### src/include/sad_defs.svh
`ifndef SAD_DEFS_SVH
`define SAD_DEFS_SVH

// adc sample width in bits
`define SAD_BITS_PER_SAMPLE 8

// reference length, also the number of staggered lanes
`define SAD_REF_SAMPLES 32

// accumulator and threshold width
// 32 samples of at most 255 each stay well clear of the top bit
`define SAD_COUNTER_WIDTH 16

// enough bits to address every reference entry
`define SAD_INDEX_WIDTH 5

// trigger count width
`define SAD_NUM_TRIG_WIDTH 16

// edges from the capture of a window's last sample to trigger high
// front end (1), lane pipeline (4) and the trigger register (1) overlap as
// capture, decision, increment, accumulate, hit compare, trigger
`define SAD_TRIGGER_LATENCY 5

`endif

### src/verilog/sad_data_pkg.sv
`default_nettype none

`include "sad_defs.svh"

package sad_data_pkg;

    // one adc or reference sample
    typedef logic [`SAD_BITS_PER_SAMPLE-1:0] sample_t;

    // accumulator, per-sample increment or threshold
    typedef logic [`SAD_COUNTER_WIDTH-1:0] sad_count_t;

    // position inside the reference waveform
    typedef logic [`SAD_INDEX_WIDTH-1:0] ref_index_t;

endpackage

`default_nettype wire

### src/verilog/sad_ref_store.sv
`timescale 1ns/1ps
`default_nettype none

`include "sad_defs.svh"

module sad_ref_store import sad_data_pkg::*; (
    input  logic       adc_sampleclk,
    input  logic       reset,

    // host load port, four-phase req/ack
    input  logic       ref_req,
    output logic       ref_ack,
    input  ref_index_t ref_index,
    input  sample_t    ref_value,

    // lane 0 side
    input  ref_index_t read_index,
    output sample_t    read_sample
);

    sample_t ref_mem [`SAD_REF_SAMPLES];
    logic    load_strobe;

    // one write per request, on the edge that raises ack
    assign load_strobe = ref_req && !ref_ack;

    // ack simply follows req one edge later
    // so it rises after req rises and drops after req drops
    always_ff @(posedge adc_sampleclk) begin
        if (reset) begin
            ref_ack <= 1'b0;
        end else begin
            ref_ack <= ref_req;
        end
    end

    always_ff @(posedge adc_sampleclk) begin
        if (load_strobe) begin
            ref_mem[ref_index] <= ref_value;  // index and value held by host
        end
    end

    // combinational read, registered in lane 0
    assign read_sample = ref_mem[read_index];

endmodule

`default_nettype wire

### config.mk
export PLATFORM = sky130hd
export DESIGN_NAME = sad_ref_store
export DESIGN_NICKNAME = d
export VERILOG_FILES = /design/src/verilog/sad_data_pkg.sv /design/src/verilog/sad_ref_store.sv
export VERILOG_INCLUDE_DIRS = /design/src /design/src/include
export SDC_FILE = /design/constraint.sdc
export NUM_CORES = 1
export LEC_CHECK = 0
export BUFFER_PORTS_ARGS = -buffer_cell sky130_fd_sc_hd__buf_2
export CAP_MARGIN = 40
export CORE_MARGIN = 5
export CORE_UTILIZATION = 50
export CTS_CLUSTER_DIAMETER = 120
export DETAILED_ROUTE_END_ITERATION = 6
export PLACE_DENSITY = 0.7
export SYNTH_ARGS = -nofsm -noshare
export SYNTH_HDL_FRONTEND = slang
export SYNTH_SLANG_ARGS = --single-unit
### constraint.sdc
create_clock -name adc_sampleclk -period 8.1 [get_ports adc_sampleclk]
set_input_delay 1.62 -clock adc_sampleclk [delete_from_list [all_inputs] [get_ports adc_sampleclk]]
set_output_delay 1.62 -clock adc_sampleclk [all_outputs]
set_load 0.01 [all_outputs]
Word-level counts from Yosys, hierarchy flattened --
Memories as Yosys holds them, arrays and structs flattened. Cells that the tools add are included.
Operators by class: equality and inequality tests 0, div/mod/pow operators 0, add/subtract/negate cells 0, shift-type cells 0, $mul 0, bitwise logic cells 0, reductions and logical operators 2, order comparisons 0, muxes and demuxes 2
Operator list (count):
- $mux 1 | 2
- $logic_and 1x1->1 | 1
- $logic_not 1->1 | 1
Word-level totals: bits in latches 0, word-level logic and storage cells 6, bits in read-only memories 0, output and inout port bits 9, bits in registers 1, memories kept 1, memory bits (writable) 256
Memory list:
- ref_mem | words 32, width 8, read ports 1, clocked after Yosys merged registers in 0, write ports 1, line sad_ref_store.sv:21 | sample_t ref_mem [`SAD_REF_SAMPLES];

Depth between registers and ports, before layout --
Gate-level depths: netlist of the first run.
depth in word-level cells 4, mapped depth 5

Worst setup path before layout of the first run --
No wires, ideal clock.
kind in2out, start input read_index[2], end output read_sample[0], path slack 3.138 ns, arrival time 3.342 ns, path buffers 2, cell stages on the path 5, cell sequence clkbuf_1 clkbuf_1 mux4_2 mux4_2 mux2_2
Between the ends: word-level cells in the longest chain between the ends 1
RTL lines:
- from (decl) | line sad_ref_store.sv:17 | input ref_index_t read_index,
- $mem_v2 32x8
- to (decl) | line sad_ref_store.sv:18 | output sample_t read_sample
No other way between the ends.

Worst setup path in the final report of the first run --
start input read_index[0], end output read_sample[1]
Same word-level chain as after synthesis.

==> results.json, run 1 <==
{
  "status": "completed",
  "fin_crit_sh_pct": 71.9,
  "routed_wirelength_um": 20000,
  "hold_path.class": "flop to flop",
  "htreeDepth": 1,
  "critPathKind": "input pin to output port",
  "p_clk_share_pct": 44.7,
  "antenna_found_initial": 0,
  "power_density_nw_per_um2": 256,
  "cts_sinks": 257,
  "crit_family": "multiplexers",
  "syn-num-nets": 434,
  "area_growth_pct": 14.3,
  "synth_cell_types": 19,
  "seqPwrFrac_pct": 50.6,
  "swShare_pct": 19.0,
  "synth_area_per_cell_um2": 24.1,
  "drtIter0Drc": 533,
  "num_vias": 4461,
  "antennaDiodeCount": 0,
  "async_reset_ff_share_pct": 0,
  "finalClockSkew_ns": 0.0103,
  "drtAntennaViolNets": 0,
  "grt_use_total_pct": 18.7,
  "r2r-start": "ref_ack",
  "rows": 51,
  "vias_per_cell": 6.01,
  "post-place-ws_ns": 2.23,
  "first_pass_iters": 5,
  "ioPinCount": 30,
  "slew_viol_final": 0,
  "numCtsBuffers": 26,
  "power_mw": 2.91,
  "finalWorstSetupSlack_ns": 2.28,
  "cts.clk_slew.worst_paths_ns": 0.06,
  "synth-seq-cells": 257,
  "synth_edf_count": 256,
  "grt_pass1_vias": 4654,
  "synth_area_leader_cell": "edfxtp_1",
  "crit_buf_inv": 3,
  "p_int_mw": 2.36,
  "setup_viol": 0,
  "netlist_area_um2": 9940,
  "post_cts_buffers": 0,
  "cts_resized": 0,
  "cts_buffer_depth": 3,
  "portBuffers": 29,
  "tightestPinTransition_ns": 0.955,
  "gp_congestion": 0.755,
  "slew_headroom_pct": 36.1,
  "pwr-share-comb_pct": 4.7,
  "final_cells": 742,
  "r2r_slack_ns": 5.91,
  "period_needed_ns": 5.82,
  "leakagePower_nw": 3.55,
  "ys_seq_area_share_pct": 77.5,
  "synth_top_flop_cell": "edfxtp_1",
  "holdCritStartpoint": "ref_ack",
  "arrival_ns": 4.20,
  "switching_power_uw": 555,
  "placed_cells": 697,
  "hold_buffers": 0,
  "chipHeight_um": 151,
  "yosysMostFrequentCell": "edfxtp_1",
  "clock-root-buffer": "clkbuf_16",
  "worstPathMaxFanout": 40,
  "timing.fmax_mhz": 172,
  "cp-end-kind": "output port",
  "crit_path_start": "read_index[0]",
  "cts_tree": "yes",
  "die_w_um": 151,
  "required_ns": 6.48,
  "yosysWarnings": 0,
  "hpwl_um": 12600,
  "syn_inst": 413,
  "post_drt_wl_per_cell_um": 27.0,
  "tns_ns": 0,
  "yosys-top-cells-count": "edfxtp_1 (256), mux4_2 (80), nor2_1 (33), mux2_2 (8)",
  "cp_cell_sequence": "buf_4, buf_4, mux4_2, mux4_2, mux2_2, buf_2",
  "drc": 0,
  "place_area_um2": 10400,
  "grt_overflow": 0,
  "grt_pass1_wl_um": 30600,
  "fin_area_um2": 11400,
  "cp_slowest_cell": "mux4_2",
  "fin_nets": 482,
  "clkLatencyLatePin_ns": 0.52,
  "drive_gt1_share_pct": 36.3,
  "synth_top_area_share_pct": 77.3,
  "core_um2": 19500,
  "startpoint_type": "input pin",
  "rsz0062_at_grt": "no",
  "maxCapViolCount": 0,
  "synthTopCellsByArea": "edfxtp_1 (77%), mux4_2 (18%), nor2_1 (1.2%), mux2_2 (0.91%), buf_4 (0.45%)",
  "ir_drop_mv": 0.135,
  "hold_viol": 0,
  "grt_max_degree": 41,
  "die_area_um2": 22800,
  "initial_core_util_pct": 50.9,
  "min_to": "ref_mem[12][5]",
  "cpPeakStageDelay_ns": 0.61,
  "min_path_cells": 2,
  "r2r-end": "ref_mem[28][3]",
  "reg2regPathDepth": 2
}
## logic make-up (layout without fill, tap and decap cells)
group         Yosys count  after routing  synth area share [%]
buf+inv                22             86                  1.15
flops                 257            257                  77.5
mux                    88             88                  19.0
simple gates           46             46                  2.28
## worst max path at each step
| stage | end | slack, ns | cells after the start |
|---|---|---|---|
| floorplan | read_sample[0] | 3.14 | 5 |
| global placement | read_sample[3] | 2.21 | 6 |
| detailed placement | read_sample[1] | 2.23 | 6 |
| CTS | read_sample[1] | 2.23 | 6 |
| global route | read_sample[1] | 2.12 | 6 |
| finish | read_sample[1] | 2.28 | 6 |
## layer usage
metal	up-vias	wire length, um	track usage, %	part of all wire, %
met1	2399	8810	29.0	44
li1	1866	-	-	-
met5	-	0	0	0
met3	19	1430	4.52	7.1
met2	177	9560	27.6	48
met4	0	235	3.72	1.2
## power groups by stage
stage	Clock, mW	Combinational (mW)	Sequential, mW
after detailed placement	0	0.138	1.50
after global routing	1.39	0.146	1.47
after floorplan	0	0.0808	1.50
after CTS	1.32	0.139	1.47
after global placement	0	0.134	1.50
final	1.30	0.137	1.47
## registers in the layout, summed over array words and instances (netlist names)
name	count
ref_mem	256
ref_ack	1
## per-stage QoR
| stage | util, % | hold WS [ns] |
|---|---|---|
| 2_1_floorplan | - | 0.989 |
| 3_3_place_gp | 52.9 | 1.04 |
| 3_5_place_dp | 53.3 | 0.925 |
| 4_1_cts | 58.1 | 0.940 |
| 5_1_grt | 58.2 | 1.00 |
| 6_report | 58.2 | 0.948 |
## layout by cell type, fill, tap and decap left out, types with 3 or more instances in the layout
cell type / Yosys / final
nor2_1: 33 / 33
mux2_2: 8 / 8
edfxtp_1: 256 / 256
buf_2: 1 / 28
buf_4: 6 / 13
nand3b_1: 3 / 3
mux4_2: 80 / 80
clkbuf_16: 0 / 27
bufinv_16: 0 / 7
## worst register-to-register path, stage by stage, from the launching register on
cell and delay (ns):
dfxtp_1 0.32, or4b_2 0.78, nor2_1 0.71
## layout make-up
cell class                 instances  area (um2)
tap                              265         332
sequential                       257        7710
clock inverter                    15         263
fill                            1401        8170
timing repair buffer              42         258
multi-input combinational        134        2120
clock buffer                      29         683
(Power assumes the default switching activity.)
==> run 2, diff against run 1 <==
ABC_AREA = 1   (was default)
PLACE_DENSITY = 0.73   (was 0.7)
clock period = 4.7 ns   (was 8.1 ns; I/O delays follow)
==> run 2 against run 1 <==
Effect of this change: combinational power rose by 110%; total power rose by 63%; critical path depth rose by 5.
==> results.json, run 2 <==
{
  "status": "completed",
  "yosys-top-cells-count": "nand2_1 (360), edfxtp_1 (256), nand3_1 (204), nor2_1 (34), buf_6 (23)",
  "maxCapViolCount": 0,
  "fin_nets": 953,
  "routed_wirelength_um": 24000,
  "synth_cell_types": 12,
  "die_w_um": 156,
  "final_cells": 1226,
  "fillers": 1731,
  "synth_area_per_cell_um2": 11.6,
  "required_ns": 3.76,
  "num_vias": 6839,
  "synth_area_leader_cell": "edfxtp_1",
  "cpPeakStageDelay_ns": 0.54,
  "vias_per_cell": 5.58,
  "first_pass_iters": 5,
  "power_density_nw_per_um2": 409,
  "multiInputGateArea_um2": 2500,
  "antenna_found_initial": 0,
  "chipHeight_um": 156,
  "drtIter0Drc": 650,
  "fin_crit_sh_pct": 75.3,
  "grt_use_total_pct": 19.9,
  "tightestPinTransition_ns": 0.916,
  "crit_path_frequent_cell": "nand2_1",
  "netlist_area_um2": 10700,
  "regMostFlops": "ref_mem",
  "finalClockSkew_ns": 0.0136,
  "leakagePower_nw": 4.28,
  "synth_edf_count": 256,
  "cts_buffer_depth": 3,
  "cts_resized": 0,
  "cts_tree": "yes",
  "initial_core_util_pct": 50.7,
  "seq_area_um2": 7710,
  "yosysMostFrequentCell": "nand2_1",
  "drc": 0,
  "largest_reg_flops": 256,
  "ir_drop_mv": 0.312,
  "die_area_um2": 24300,
  "rsz0062_at_grt": "no",
  "critPathKind": "input pin to output port",
  "syn-num-nets": 939,
  "timing.fmax_mhz": 282,
  "slew_headroom_pct": 38.7,
  "clkLatencyLatePin_ns": 0.53,
  "arrival_ns": 2.60,
  "setup_viol": 0,
  "startpoint_type": "input pin",
  "ioPinCount": 30,
  "reg_top3": "ref_mem (256), ref_ack (1)",
  "cp-end-kind": "output port",
  "yosysWarnings": 0,
  "syn_inst": 918,
  "synth-seq-cells": 257,
  "period_needed_ns": 3.54,
  "synthTopCellsByArea": "edfxtp_1 (72%), nand2_1 (13%), nand3_1 (9.6%), buf_6 (2.4%), nor2_1 (1.2%)",
  "grt_overflow": 0,
  "hold_path.class": "input pin to flop",
  "tns_ns": 0,
  "fin_area_um2": 11600,
  "synth_top_flop_cell": "edfxtp_1",
  "cts_sinks": 257,
  "hpwl_um": 13600,
  "crit_buf_inv": 3,
  "async_reset_ff_share_pct": 0,
  "grt_max_degree": 129,
  "placed_cells": 1179,
  "r2r_slack_ns": 2.50,
  "post_cts_buffers": 0,
  "area_growth_pct": 8.97,
  "portBuffers": 29,
  "hold_buffers": 0,
  "rows": 53,
  "mostFrequentLayoutCell": "nand2_1",
  "drive_gt1_share_pct": 8.10,
  "grt_pass1_wl_um": 37600,
  "core_um2": 21000,
  "finalWorstSetupSlack_ns": 1.16,
  "synth_top_area_share_pct": 72.2,
  "numCtsBuffers": 26,
  "post-place-ws_ns": 1.19,
  "crit_family": "simple AND/OR/NAND/NOR gates",
  "slew_viol_final": 0,
  "clock-root-buffer": "clkbuf_16",
  "drtAntennaViolNets": 0,
  "final_cell_mix": "nand2_1 (360), edfxtp_1 (256), nand3_1 (204)",
  "worstPathMaxFanout": 64,
  "power_mw": 4.75,
  "grt_pass1_vias": 6655,
  "htreeDepth": 1,
  "ys_seq_area_share_pct": 72.3,
  "gp_congestion": 0.836,
  "cts.clk_slew.worst_paths_ns": 0.06,
  "place_area_um2": 10800,
  "cp_slowest_cell": "buf_4",
  "cp_cell_sequence": "buf_4, buf_4, nand2_1, nand3_1, nand3_1, nand2_1, nand2_1, nand2_1, nand2_1, nand2_1, buf_2",
  "post_drt_wl_per_cell_um": 19.5,
  "hold_viol": 0,
  "antennaDiodeCount": 0
}
[run 2: changes by cell type after synthesis, sizes merged, moves of 3 or more]
| cell | delta |
|---|---|
| nand3 | +203 |
| nand2 | +359 |
| mux2 | -8 |
| buf | +30 |
| inv | +11 |
| nand3b | -3 |
| mux4 | -80 |
[run 2: through the flow]
step	hold slack [ns]	utilization (%)
floorplan	0.985	-
global placement	1.10	51.5
detailed placement	1.10	51.5
CTS	0.544	55.2
global route	0.567	55.2
finish	0.560	55.2
[run 2: power by group]
part	switching [mW]	internal (mW)	total (mW)	leakage, nW
registers	0.00287	2.54	2.54	2.31
logic	0.220	0.0740	0.294	1.57
clock network	0.826	1.09	1.92	0.392
total	1.05	3.70	4.75	4.28
[run 2: area by class of cell]
type | count | area share [%]
clock buffer | 35 | 5.98
multi-input combinational | 598 | 21.5
inverter | 11 | 0.366
timing repair buffer | 38 | 1.96
clock inverter | 12 | 0.808
tap | 275 | 2.96
sequential | 257 | 66.4
[run 2: path summary, 6_finish.rpt]
check,start,to,cells after the start
min reg2reg,ref_ack,ref_mem[19][0],3
max reg2reg,ref_ack,ref_mem[1][1],3
min,reset,ref_ack,2
max,read_index[0],read_sample[0],11
[run 2: cell families after synthesis]
kind of cell / Yosys count / synth area share [%]
buf+inv: 63 / 4.19
simple gates: 598 / 23.5
flops: 257 / 72.3
[run 2: routing by layer]
layer,up-vias,part of all wire [%],GRT usage (%)
li1,3215,-,-
met1,3297,40,27.7
met3,40,7.6,3.11
met2,287,50,33.1
met4,0,2.2,4.92
met5,-,0,0
==> run 3, diff against run 2 <==
PLACE_DENSITY = 0.7   (was 0.73)
clock period = 3.29 ns   (was 4.7 ns; I/O delays follow)
==> run 3 against run 2 <==
Effect of this change: setup slack got worse by 0.64 ns; hold slack got worse by 0.26 ns; sequential power increased by 43%; via count decreased by 2.1%; wire length decreased by 4.6%; first-iteration DRC count increased by 2.3%; register-to-register slack got worse by 1.3 ns; clock skew decreased by 0.0091 ns; non-clock buffer count increased by 15; largest cell class unchanged.
==> results.json, run 3 (same netlist as run 2, synthesis figures left out) <==
{
  "ioPinCount": 30,
  "grt_pass1_wl_um": 35700,
  "r2r_slack_ns": 1.23,
  "cts.clk_slew.worst_paths_ns": 0.06,
  "hold_path.class": "input pin to flop",
  "drtIter0Drc": 665,
  "vias_per_cell": 5.40,
  "fin_area_um2": 11800,
  "min_path_cells": 2,
  "place_area_um2": 11000,
  "min_to": "ref_ack",
  "grt_busiest_layer": "met2",
  "hpwl_um": 13300,
  "power_density_nw_per_um2": 568,
  "antenna_found_initial": 0,
  "worstPathMaxFanout": 24,
  "maxCapViolCount": 0,
  "tns_ns": 0,
  "num_vias": 6696,
  "cts_tree": "yes",
  "cp-end-kind": "output port",
  "leakagePower_nw": 4.36,
  "cts_resized": 0,
  "period_needed_ns": 2.77,
  "timing.fmax_mhz": 361,
  "post_drt_wl_per_cell_um": 18.5,
  "cts_sinks": 257,
  "holdCritStartpoint": "reset",
  "rows": 53,
  "grt_max_degree": 65,
  "gp_congestion": 0.814,
  "chipHeight_um": 156,
  "arrival_ns": 2.11,
  "ir_drop_mv": 0.525,
  "grtUsageMet1_pct": 27.5,
  "grt_use_total_pct": 18.8,
  "numCtsBuffers": 25,
  "die_area_um2": 24300,
  "final_cell_mix": "nand2_1 (360), edfxtp_1 (256), nand3_1 (204)",
  "first_pass_iters": 5,
  "critPathKind": "input pin to output port",
  "required_ns": 2.63,
  "finalClockSkew_ns": 0.00451,
  "htreeDepth": 1,
  "tightestPinTransition_ns": 0.804,
  "largest_reg_flops": 256,
  "placed_cells": 1194,
  "grt_util_met3_pct": 3.58,
  "regMostFlops": "ref_mem",
  "drc": 0,
  "startpoint_type": "input pin",
  "final_cells": 1239,
  "post-place-ws_ns": 0.532,
  "cts_buffer_depth": 3,
  "area_growth_pct": 10.4,
  "clock-root-buffer": "clkbuf_16",
  "antennaDiodeCount": 0,
  "routed_wirelength_um": 22900,
  "rsz0062_at_grt": "no",
  "mostFrequentLayoutCell": "nand2_1",
  "final_util_pct": 56.0,
  "fin_crit_sh_pct": 84.3,
  "initial_core_util_pct": 50.7,
  "slew_headroom_pct": 46.2,
  "grt_use_met2_pct": 29.3,
  "clkLatencyLatePin_ns": 0.51,
  "post_cts_buffers": 0,
  "grt_overflow": 0,
  "finalWorstSetupSlack_ns": 0.518,
  "status": "completed",
  "fillers": 1693,
  "r2r-start": "ref_ack",
  "drtAntennaViolNets": 0,
  "drive_gt1_share_pct": 9.54,
  "hold_viol": 0,
  "reg_top3": "ref_mem (256), ref_ack (1)",
  "fin_nets": 967,
  "slew_viol_final": 0,
  "portBuffers": 29,
  "reg2regPathDepth": 3,
  "hold_buffers": 0,
  "die_w_um": 156,
  "setup_viol": 0,
  "grt_pass1_vias": 6282,
  "r2r-end": "ref_mem[23][0]",
  "core_um2": 21000
}
[run 3: final cells by class]
| type | instances | area, um2 | area share [%] |
|---|---|---|---|
| Timing Repair Buffer | 53 | 415 | 3.53 |
| Clock buffer | 31 | 658 | 5.59 |
| Inverter | 11 | 42.5 | 0.362 |
| Multi-Input combinational cell | 598 | 2500 | 21.3 |
| Sequential cell | 257 | 7710 | 65.5 |
| Tap cell | 275 | 344 | 2.92 |
| Clock inverter | 14 | 96.3 | 0.819 |
[run 3: how the worst max path moves through the flow]
stage / start / endpoint / slack [ns] / cells after the start
final: read_index[2] / read_sample[0] / 0.52 / 10
after global routing: read_index[0] / read_sample[6] / 0.37 / 12
after CTS: read_index[2] / read_sample[6] / 0.52 / 10
after detailed placement: read_index[2] / read_sample[0] / 0.53 / 10
after global placement: read_index[2] / read_sample[0] / 0.52 / 10
after floorplan: read_index[2] / read_sample[5] / 1.12 / 8
[run 3: stage by stage]
stage | hold WS (ns) | total power [mW]
2_1_floorplan | 0.730 | 3.96
3_3_place_gp | 0.819 | 4.12
3_5_place_dp | 0.818 | 4.12
4_1_cts | 0.290 | 6.73
5_1_grt | 0.301 | 6.91
6_report | 0.300 | 6.68
[run 3: power by group]
| part | switching [mW] | internal [mW] | total, mW |
|---|---|---|---|
| clock network | 1.13 | 1.49 | 2.63 |
| logic | 0.313 | 0.116 | 0.430 |
| registers | 0.00400 | 3.62 | 3.63 |
[run 3: critical path: stages]
cell	delay, ns
buf_2	0.12
inv_1	0.32
buf_12	0.24
nand3_1	0.16
nand2_1	0.09
nand2_1	0.05
nand2_1	0.10
nand2_1	0.06
nand2_1	0.15
buf_2	0.16
[run 3: routing by layer]
| metal | routed length, um | part of all wire (%) | vias up |
|---|---|---|---|
| met5 | 0 | 0 | - |
| met4 | 513 | 2.2 | 0 |
| met3 | 1650 | 7.2 | 38 |
| met2 | 10600 | 46 | 230 |
| met1 | 10100 | 44 | 3192 |
| li1 | - | - | 3236 |
